<file path="src/logic/rn_op_pkg.sv">
`default_nettype none

////////////////////////////////////////////////////////////
// operation encodings for the reduction tree
////////////////////////////////////////////////////////////

package rn_op_pkg;

	// adder node operation
	// add needs both operands valid, a pass needs only its own
	typedef enum logic [1:0]
	{
		OP_NONE    = 2'b00,
		OP_ADD     = 2'b01,
		OP_PASS_LO = 2'b10,
		OP_PASS_HI = 2'b11
	} node_op_t;

	// mux branch select
	// low branch on 0, high branch on 1
	typedef enum logic
	{
		SEL_LO = 1'b0,
		SEL_HI = 1'b1
	} mux_sel_t;

endpackage

`default_nettype wire

</file>
<file path="src/logic/rn_cfg_pkg.sv">
`default_nettype none

////////////////////////////////////////////////////////////
// shape and command word of the reduction tree
////////////////////////////////////////////////////////////

package rn_cfg_pkg;

	// number of operand lanes
	// fixed, the tree below is built for exactly four
	localparam int N_LANES = 4;

	// command word for one operand set
	// seven bits, msb first:
	//   [6:5] node0_op   lanes 0 and 1
	//   [4:3] node1_op   lanes 2 and 3
	//   [2:1] root_op    level two adder
	//   [0]   part_sel   partial-sum mux
	typedef struct packed
	{
		// level one
		rn_op_pkg::node_op_t node0_op;
		rn_op_pkg::node_op_t node1_op;
		// level two
		rn_op_pkg::node_op_t root_op;
		rn_op_pkg::mux_sel_t part_sel;
	} tree_cmd_t;

endpackage

`default_nettype wire

</file>
<file path="src/logic/add_node_seq.sv">
`timescale 1ns/1ps
`default_nettype none

////////////////////////////////////////////////////////////
// registered adder node, add or forward one operand
////////////////////////////////////////////////////////////

module add_node_seq
#(
	parameter int DATA_WIDTH = 16
)
(
	input  wire                      clk,
	input  wire                      rst,
	// control
	input  wire                      i_en,
	input  rn_op_pkg::node_op_t      i_op,
	// operands, low operand in the low half
	input  wire  [1:0]               i_valid,
	input  wire  [2*DATA_WIDTH-1:0]  i_data_bus,
	// result, one bit wider than an operand
	output logic                     o_valid,
	output logic [DATA_WIDTH:0]      o_data
);

	import rn_op_pkg::*;

	// operand split
	logic [DATA_WIDTH-1:0] opnd_lo;
	logic [DATA_WIDTH-1:0] opnd_hi;

	// full-width sum, carry kept in the top bit
	logic [DATA_WIDTH:0]   sum;

	// next values of the output register
	logic                  nxt_valid;
	logic [DATA_WIDTH:0]   nxt_data;

	assign opnd_lo = i_data_bus[0 +: DATA_WIDTH];
	assign opnd_hi = i_data_bus[DATA_WIDTH +: DATA_WIDTH];
	assign sum     = {1'b0, opnd_lo} + {1'b0, opnd_hi};

	// operation decode
	// result only when the operands it needs are valid
	always_comb
	begin
		nxt_valid = 1'b0;
		nxt_data  = '0;
		case (i_op)
			OP_ADD:
			begin
				// both sides needed
				if (&i_valid)
				begin
					nxt_valid = 1'b1;
					nxt_data  = sum;
				end
			end
			OP_PASS_LO:
			begin
				if (i_valid[0])
				begin
					nxt_valid = 1'b1;
					nxt_data  = {1'b0, opnd_lo};
				end
			end
			OP_PASS_HI:
			begin
				if (i_valid[1])
				begin
					nxt_valid = 1'b1;
					nxt_data  = {1'b0, opnd_hi};
				end
			end
			default:
			begin
				// OP_NONE, output stays invalid zero
				nxt_valid = 1'b0;
				nxt_data  = '0;
			end
		endcase
	end

	// output register
	always_ff @(posedge clk)
	begin
		if (rst || !i_en)
		begin
			o_valid <= 1'b0;
			o_data  <= '0;
		end
		else
		begin
			o_valid <= nxt_valid;
			o_data  <= nxt_data;
		end
	end

endmodule

`default_nettype wire

</file>
<file path="src/logic/mux_2x1_seq.sv">
`timescale 1ns/1ps
`default_nettype none

////////////////////////////////////////////////////////////
// registered 2:1 selector with valid gating
////////////////////////////////////////////////////////////

module mux_2x1_seq
#(
	parameter int DATA_WIDTH = 16
)
(
	input  wire                      clk,
	input  wire                      rst,
	// control
	input  wire                      i_en,
	input  rn_op_pkg::mux_sel_t      i_cmd,
	// two branches with the low branch in the low half
	input  wire  [1:0]               i_valid,
	input  wire  [2*DATA_WIDTH-1:0]  i_data_bus,
	// selected branch one cycle later
	output logic                     o_valid,
	output logic [DATA_WIDTH-1:0]    o_data_bus
);

	import rn_op_pkg::*;

	// next values of the output register
	logic                  nxt_valid;
	logic [DATA_WIDTH-1:0] nxt_data;

	// pick the commanded branch
	// chosen branch invalid gives invalid zero
	// other branch ignored
	always_comb
	begin
		nxt_valid = 1'b0;
		nxt_data  = '0;
		case (i_cmd)
			SEL_LO:
			begin
				if (i_valid[0])
				begin
					nxt_valid = 1'b1;
					nxt_data  = i_data_bus[0 +: DATA_WIDTH];
				end
			end
			SEL_HI:
			begin
				if (i_valid[1])
				begin
					nxt_valid = 1'b1;
					nxt_data  = i_data_bus[DATA_WIDTH +: DATA_WIDTH];
				end
			end
		endcase
	end

	// output register
	// disabled stage clears to zero
	always_ff @(posedge clk)
	begin
		if (rst || !i_en)
		begin
			o_valid    <= 1'b0;
			o_data_bus <= '0;
		end
		else
		begin
			o_valid    <= nxt_valid;
			o_data_bus <= nxt_data;
		end
	end

endmodule

`default_nettype wire

</file>
<file path="src/logic/reduce_net_top.sv">
`timescale 1ns/1ps
`default_nettype none

////////////////////////////////////////////////////////////
// reduction network boundary
////////////////////////////////////////////////////////////

// four lanes in, total and partial sum out
// both outputs two cycles after the operands
// one operand set per cycle, no stall

module reduce_net_top
#(
	parameter int DATA_WIDTH = 16
)
(
	input  wire                                     clk,
	input  wire                                     rst,
	// global enable and per-set command
	input  wire                                     i_en,
	input  rn_cfg_pkg::tree_cmd_t                   i_cmd,
	// operand lanes, lane 0 lowest
	input  wire  [rn_cfg_pkg::N_LANES-1:0]            i_valid,
	input  wire  [rn_cfg_pkg::N_LANES*DATA_WIDTH-1:0] i_data,
	// total
	output logic                                    o_sum_valid,
	output logic [DATA_WIDTH+1:0]                   o_sum,
	// selected level-one result
	output logic                                    o_part_valid,
	output logic [DATA_WIDTH:0]                     o_part
);

	// tree outputs
	logic                  sum_valid;
	logic [DATA_WIDTH+1:0] sum;
	logic                  part_valid;
	logic [DATA_WIDTH:0]   part;

	// command fields are split out inside the tree
	reduce_tree #(.DATA_WIDTH(DATA_WIDTH)) tree0 (
		.clk          (clk),
		.rst          (rst),
		.i_en         (i_en),
		.i_cmd        (i_cmd),
		.i_valid      (i_valid),
		.i_data       (i_data),
		.o_sum_valid  (sum_valid),
		.o_sum        (sum),
		.o_part_valid (part_valid),
		.o_part       (part)
	);

	// outputs
	assign o_sum_valid  = sum_valid;
	assign o_sum        = sum;
	assign o_part_valid = part_valid;
	assign o_part       = part;

endmodule

`default_nettype wire

</file>
<file path="src/logic/reduce_tree.sv">
`timescale 1ns/1ps
`default_nettype none

////////////////////////////////////////////////////////////
// two-level reduction tree over four lanes
////////////////////////////////////////////////////////////

module reduce_tree
#(
	parameter int DATA_WIDTH = 16
)
(
	input  wire                                     clk,
	input  wire                                     rst,
	// control, sampled with the operands
	input  wire                                     i_en,
	input  rn_cfg_pkg::tree_cmd_t                   i_cmd,
	// lanes, lane 0 lowest
	input  wire  [rn_cfg_pkg::N_LANES-1:0]            i_valid,
	input  wire  [rn_cfg_pkg::N_LANES*DATA_WIDTH-1:0] i_data,
	// total from the root node
	output logic                                    o_sum_valid,
	output logic [DATA_WIDTH+1:0]                   o_sum,
	// one level-one result from the mux
	output logic                                    o_part_valid,
	output logic [DATA_WIDTH:0]                     o_part
);

	import rn_op_pkg::*;

	// level-one result width, and the total one bit above it
	localparam int L1_WIDTH  = DATA_WIDTH + 1;
	localparam int SUM_WIDTH = DATA_WIDTH + 2;

	// level-one results, node 0 in the low half
	logic [1:0]            l1_valid;
	logic [2*L1_WIDTH-1:0] l1_data;

	// level-two config, delayed one stage with its operand set
	logic                  en_q;
	node_op_t              root_op_q;
	mux_sel_t              part_sel_q;

	// root node output before the port
	logic [SUM_WIDTH-1:0]  root_data;

	////////////////////////////////////////////////////////////
	// level one
	////////////////////////////////////////////////////////////

	// lanes 0 and 1
	add_node_seq #(.DATA_WIDTH(DATA_WIDTH)) node0 (
		.clk        (clk),
		.rst        (rst),
		.i_en       (i_en),
		.i_op       (i_cmd.node0_op),
		.i_valid    (i_valid[1:0]),
		.i_data_bus (i_data[0 +: 2*DATA_WIDTH]),
		.o_valid    (l1_valid[0]),
		.o_data     (l1_data[0 +: L1_WIDTH])
	);

	// lanes 2 and 3
	add_node_seq #(.DATA_WIDTH(DATA_WIDTH)) node1 (
		.clk        (clk),
		.rst        (rst),
		.i_en       (i_en),
		.i_op       (i_cmd.node1_op),
		.i_valid    (i_valid[3:2]),
		.i_data_bus (i_data[2*DATA_WIDTH +: 2*DATA_WIDTH]),
		.o_valid    (l1_valid[1]),
		.o_data     (l1_data[L1_WIDTH +: L1_WIDTH])
	);

	// carry level-two fields and enable along with the level-one results
	always_ff @(posedge clk)
	begin
		if (rst)
		begin
			en_q       <= 1'b0;
			root_op_q  <= OP_NONE;
			part_sel_q <= SEL_LO;
		end
		else
		begin
			en_q       <= i_en;
			root_op_q  <= i_cmd.root_op;
			part_sel_q <= i_cmd.part_sel;
		end
	end

	////////////////////////////////////////////////////////////
	// level two
	////////////////////////////////////////////////////////////

	// root, node 0 low and node 1 high
	add_node_seq #(.DATA_WIDTH(L1_WIDTH)) root0 (
		.clk        (clk),
		.rst        (rst),
		.i_en       (en_q),
		.i_op       (root_op_q),
		.i_valid    (l1_valid),
		.i_data_bus (l1_data),
		.o_valid    (o_sum_valid),
		.o_data     (root_data)
	);

	// partial sum, same two branches
	mux_2x1_seq #(.DATA_WIDTH(L1_WIDTH)) part0 (
		.clk        (clk),
		.rst        (rst),
		.i_en       (en_q),
		.i_cmd      (part_sel_q),
		.i_valid    (l1_valid),
		.i_data_bus (l1_data),
		.o_valid    (o_part_valid),
		.o_data_bus (o_part)
	);

	assign o_sum = root_data;

endmodule

`default_nettype wire

</file>
<file path="config.mk">
export PLATFORM = sky130hd
export DESIGN_NAME = reduce_net_top
export DESIGN_NICKNAME = d
export VERILOG_FILES = /design/src/logic/rn_op_pkg.sv /design/src/logic/rn_cfg_pkg.sv /design/src/logic/add_node_seq.sv /design/src/logic/mux_2x1_seq.sv /design/src/logic/reduce_net_top.sv /design/src/logic/reduce_tree.sv
export SDC_FILE = /design/constraint.sdc
export NUM_CORES = 1
export LEC_CHECK = 0
export BUFFER_PORTS_ARGS = -buffer_cell sky130_fd_sc_hd__buf_2
export CAP_MARGIN = 20
export CORE_ASPECT_RATIO = 1.5
export CORE_MARGIN = 8
export CORE_UTILIZATION = 55
export CTS_BUF_LIST = sky130_fd_sc_hd__clkbuf_4 sky130_fd_sc_hd__clkbuf_8 sky130_fd_sc_hd__clkbuf_16
export CTS_CLUSTER_SIZE = 25
export DETAILED_ROUTE_END_ITERATION = 16
export GPL_TIMING_DRIVEN = 0
export MAX_ROUTING_LAYER = met4
export PLACE_DENSITY = 0.87
export SYNTH_ARGS = -nofsm -noshare
export SYNTH_HDL_FRONTEND = slang
export SYNTH_SLANG_ARGS = --single-unit
</file>
<file path="constraint.sdc">
create_clock -name clk -period 2.2 [get_ports clk]
set_clock_uncertainty 0.05 [all_clocks]
set_input_delay 0.11 -clock clk [delete_from_list [all_inputs] [get_ports clk]]
set_output_delay 0.11 -clock clk [all_outputs]
set_load 0.02 [all_outputs]
</file>
### Yosys cells after proc, flatten, opt, wreduce, memory -nomap -nowiden

Cells that the tools add are included.

| word-level totals | value |
|---|---|
| bits of input ports | 78 |
| register bits after elaboration | 77 |

| operators by class | value |
|---|---|
| reduce and logical (&&, ||, !) cells | 7 |
| muxes and demuxes | 28 |
| add/sub/neg operators | 3 |
| bitwise gates (word level) | 1 |
| equal/unequal tests | 9 |

Operators with widths:

| operator | number |
|---|---|
| 17-bit 2-to-1 mux | 6 |
| 17-bit case mux with 3 select lines | 2 |
| 16-bit 2-to-1 mux | 4 |
| 18-bit case mux with 3 select lines | 1 |
| 16-bit by 16-bit adder with 17-bit output | 2 |
| 17-bit case mux with 2 select lines | 1 |
| 17-bit by 17-bit adder with 18-bit output | 1 |
| 18-bit 2-to-1 mux | 1 |
| 2-bit equality test, second input constant | 6 |
| 1-bit 2-to-1 mux | 9 |
| 1-bit case mux with 3 select lines | 3 |
| 2-bit by 1-bit equality test with 1-bit output, second input constant | 3 |
| 2-bit AND reduction | 3 |
| 1-bit logical NOT | 2 |
| 1-bit logical OR | 2 |
| 1-bit case mux with 2 select lines | 1 |
| 1-bit inverter | 1 |

### Longest topological paths before layout

| depth | value |
|---|---|
| depth in word-level cells | 3 |
| mapped depth | 10 |
| depth with buffers taken out | 10 |

### Cells and area by module

A second synthesis with hierarchy kept.

| second synthesis, totals | value |
|---|---|
| cell total of the unflattened synthesis | 622 |
| area, all modules | 5,337.6 um^2 |

Modules (own cells, without submodules):

| module | cells each | area an instance (um^2) | times used | sequential area each (um^2) |
|---|---|---|---|---|
| add_node_seq (tree0.node0 ...) | 171 | 1,441.4 | 2 | 360.3 |
| add_node_seq (tree0.root0) | 191 | 1,587.8 | 1 | 380.4 |
| mux_2x1_seq | 81 | 762.0 | 1 | 360.3 |
| reduce_tree | 8 | 105.1 | 1 | 80.1 |

### Worst setup path after synthesis

Ideal clock, no wire load.

| path | value |
|---|---|
| path kind | reg2reg |
| start point | register tree0.node0.o_data[0] |
| end point | register tree0.root0.o_data[12] |
| path slack | 0.186 ns |
| required time | 2.033 ns |
| arrival | 1.847 ns |
| cell stages (with the launch flop) | 11 |
| clock period less this slack | 2.014 ns |
| cell sequence | dfxtp_1 > ha_1 > inv_1 > fa_1 > nor2b_1 > o21ai_0 > nand2b_1 > a21oi_1 > o21ai_1 > mux2i_1 > nand2_1 |

| between the ends | value |
|---|---|
| cells in the longest elaborated chain, start to end | 3 |

Ends and longest elaborated chain:

| item | line | text |
|---|---|---|
| start, declared | add_node_seq.sv:23 | `output logic [DATA_WIDTH:0] o_data` |
| start signal, assigned | add_node_seq.sv:95 | `o_data <= nxt_data;` |
| 17-bit by 17-bit adder with 18-bit output | add_node_seq.sv:41 | `assign sum = {1'b0, opnd_lo} + {1'b0, opnd_hi};` |
| 18-bit 2-to-1 mux | add_node_seq.sv:53 | `if (&i_valid)` |
| 18-bit case mux with 3 select lines | add_node_seq.sv:49 | `case (i_op)` |
| end signal, assigned | add_node_seq.sv:95 |  |
| end, declared | add_node_seq.sv:23 |  |

Every way passes these cells.
A chain may end at the register's enable or synchronous reset.

### Worst setup path in the final report

| path | value |
|---|---|
| start point | register tree0.node0.o_data[4] |
| end point | register tree0.root0.o_data[17] |

Same word-level chain as after synthesis.

==> flow_metrics.py <==
metrics = {
    "sta": {
        "slew_violations": 0,
        "fin_crit_ns": 2.13,
        "worst_slew_pin_slew_ns": 0.677,
        "rsz0062_at_grt": "true",
        "relSlewSlack_pct": 54.5,
        "finalSetupViolCount": 0,
        "fmax_mhz": 470,
        "holdWs_ns": 0.0126,
        "final.period_utilization_pct": 96.7,
        "hold_viol": 0,
    },
    "placed_design": {
        "gp_congestion": 1.01,
        "dpl.hpwl_um": 13000,
        "io_buffers": 114,
    },
    "critical_path": {
        "crit_path_max_incr_delay_ns": 0.36,
        "cp_num_buf_inv": 0,
        "cp_data_required_time_ns": 2.41,
        "cp_max_fo": 5,
        "cp_top_family": "compound AO/OA/AOI/OAI gates",
        "critical_path_class": "flop to flop",
        "cp_num_cells": 8,
        "r2r_cells": 8,
        "end_kind": "flop",
        "cp_slowest_cell": "dfxtp_1",
        "worst_setup_path_start_kind": "flop",
        "crit_chain": "ha_4 -> nand3_2 -> o211a_4 -> and2_4 -> o31ai_4 -> nand3_2 -> o211ai_2 -> nor4b_4",
        "cp.arrival_ns": 2.34,
        "path_common_cell": "nand3_2",
    },
    "logic_synthesis": {
        "syn_inst": 622,
        "ys_ff_latch": 77,
        "synth_top_flop_cell": "dfxtp_1",
        "synth_top_area_share_pct": 29.5,
        "ys_seq_area_share_pct": 29.5,
        "synth_warnings": 0,
        "postSynth.asyncResetShare_pct": 0,
        "syn-cell-area_um2": 5230,
        "ys_types": 61,
        "synth.avg_cell_area_um2": 8.40,
        "syn_nets": 752,
        "synth_edf_count": 0,
        "synth.area.top_cells": "dfxtp_1 30%, ha_1 12%, a21oi_1 6.2%, xnor2_1 3.9%, nand2_1 2.8%",
        "synth_largest_area_cell": "dfxtp_1",
    },
    "pwr": {
        "internal_power_uw": 2500,
        "total_power_uw": 3510,
        "power_density_nw_per_um2": 545,
        "power_switching_share_pct": 28.9,
        "p_clk_share_pct": 38.3,
        "peakVddDrop_mv": 0.776,
        "p_comb_share_pct": 20.9,
        "pwr-share-seq_pct": 40.8,
        "power.switching_uw": 1020,
        "p_leak_uw": 0.00270,
    },
    "final_layout": {
        "diodes": 0,
        "final_cell_mix": "118 x buf_2, 70 x dfxtp_1, 60 x a21oi_1, 44 x ha_1",
        "final_layout_size_suffix_gt1_share_pct": 22.2,
        "nets": 890,
        "fin_util_pct": 69.6,
        "final_common_cell": "buf_2",
        "area_delta_synth_final_pct": 23.3,
        "num-fill-cells": 759,
    },
    "grt": {
        "grt_pass1_wl_um": 26500,
        "grt_pass1_vias": 5595,
        "grt.overflow.total": 0,
        "grtUsageTotal_pct": 26.2,
        "grt_antenna_before_repair": 0,
        "grt_max_degree": 15,
    },
    "routing": {
        "drc": 0,
        "avgRoutedWirePerCell_um": 18.4,
        "ant_nets": 0,
        "wl_um": 16200,
        "dr_total_vias": 5467,
        "avgViaCountPerCell": 6.23,
        "first_iter_violations": 322,
        "drt-pass1-iter-count": 7,
    },
    "die": {
        "num_io_pins": 115,
        "die_area_um2": 12900,
        "row_count": 43,
        "core-area_um2": 9250,
        "die_x_um": 95.6,
        "die_h_um": 135,
        "initial_utilization_pct": 56.5,
    },
    "cts": {
        "cts.sinks": 77,
        "cts_tree": "built",
        "h-tree-depth": 3,
        "root_buffer": "clkbuf_16",
        "clkSlewWorstSetupHoldPaths_ns": 0.06,
        "clock_latency_ns": 0.34,
        "cts_buffer_depth": 2,
        "cts-buffers-inserted": 9,
    },
    "run": {
        "cap_violations": 0,
    },
    "worst_hold_path": {
        "hold_depth": 3,
        "hp-class": "input port to flop",
    },
    "status": {
        "status": "complete, no violations",
    },
}
## worst paths after layout
check / to / start / slack (ns)
worst min register to register: tree0.part0.o_data_bus[0] / tree0.node1.o_data[0] / 0.48
worst max-delay path: tree0.root0.o_data[17] / tree0.node0.o_data[4] / 0.07
worst min-delay path: tree0.node1.o_data[3] / i_data[51] / 0.01
worst max register to register: tree0.root0.o_data[17] / tree0.node0.o_data[4] / 0.07
## sequential cells by signal, summed over array words and instances, names as in the netlist
name	count
tree0.node0.o_valid	1
tree0.root_op_q	2
tree0.node0.o_data	17
tree0.en_q	1
tree0.part_sel_q	1
tree0.part0.o_valid	1
tree0.node1.o_data	17
tree0.root0.o_data	18
tree0.root0.o_valid	1
tree0.node1.o_valid	1
tree0.part0.o_data_bus	17
## power groups by stage
stage	sequential [µW]	combinational, µW	clock (µW)
final	1430	736	1340
after global routing	1430	813	1420
after CTS	1430	715	1350
after detailed placement	1460	698	0
after global placement	1460	680	0
after floorplan	1460	490	0
## metrics by stage
step	TNS [ns]	instances	setup slack (ns)	area, µm²
floorplan	0	622	0.186	5230
global placement	-0.733	848	-0.118	5940
detailed placement	-0.855	848	-0.156	5940
CTS	0	872	0.0402	6340
global route	-0.0329	877	-0.0248	6440
finish	0	877	0.0735	6440
## layer usage
metal / wire length [µm] / up-vias / GRT usage [%]
met5: 0 / - / -
met4: 811 / 0 / 16.1
met3: 862 / 69 / 2.89
met2: 8470 / 232 / 45.3
met1: 6030 / 2543 / 27.4
li1: - / 2623 / -
## final cells by class
| type | instances | area, µm² | share of cell area, % |
|---|---|---|---|
| Buffer | 32 | 126 | 1.96 |
| Clock buffer | 9 | 225 | 3.50 |
| Clock inverter | 7 | 51.3 | 0.796 |
| Inverter | 18 | 67.6 | 1.05 |
| Multi-Input combinational cell | 495 | 3590 | 55.7 |
| Sequential cell | 77 | 1560 | 24.2 |
| Tap cell | 112 | 140 | 2.18 |
| Timing Repair Buffer | 127 | 688 | 10.7 |
## cells in the mapped netlist, types with 3 or more instances
cell type,count
o21a_1,10
a21o_1,19
nand3_1,29
nor3_1,7
xor2_1,12
o211ai_1,3
ha_1,49
buf_2,4
dfxtp_1,77
nor2_1,39
fa_1,3
inv_1,18
nand4_1,3
o21bai_1,5
a31oi_1,10
and3_1,6
a22oi_1,18
o22ai_1,18
o21ai_1,15
a32oi_1,12
a21oi_1,65
a222oi_1,13
nand2_1,39
clkbuf_1,26
and2_1,5
nor2b_1,14
o31ai_1,4
nand3b_1,16
xnor2_1,23
o21ai_0,12
nand2b_1,4
a211oi_1,5
## cells by family after synthesis
family / count (synthesis) / synth area share, %
flops: 77 / 29.5
fa+ha+maj: 52 / 12.9
mux: 2 / 0.383
compound gates: 231 / 30.2
simple gates: 175 / 17.5
xor+xnor: 35 / 5.87
buf+inv: 50 / 3.69
## worst register-to-register path: cells and delay by family (launching register included)
kind / cells / cell delay, ns
compound gates: 3 / 0.75
simple gates: 4 / 0.59
flops: 1 / 0.36
fa+ha+maj: 1 / 0.31
## timing repair
item                                   4_1_cts  5_1_grt
buffers inserted                             0        5
hold buffers                                 8        0
gates resized for setup                      6       22
pin swaps                                    2        8
endpoints found under the hold margin        5        0
setup endpoints to repair                    4       12
No activity file was read; power rests on OpenSTA's default activity.
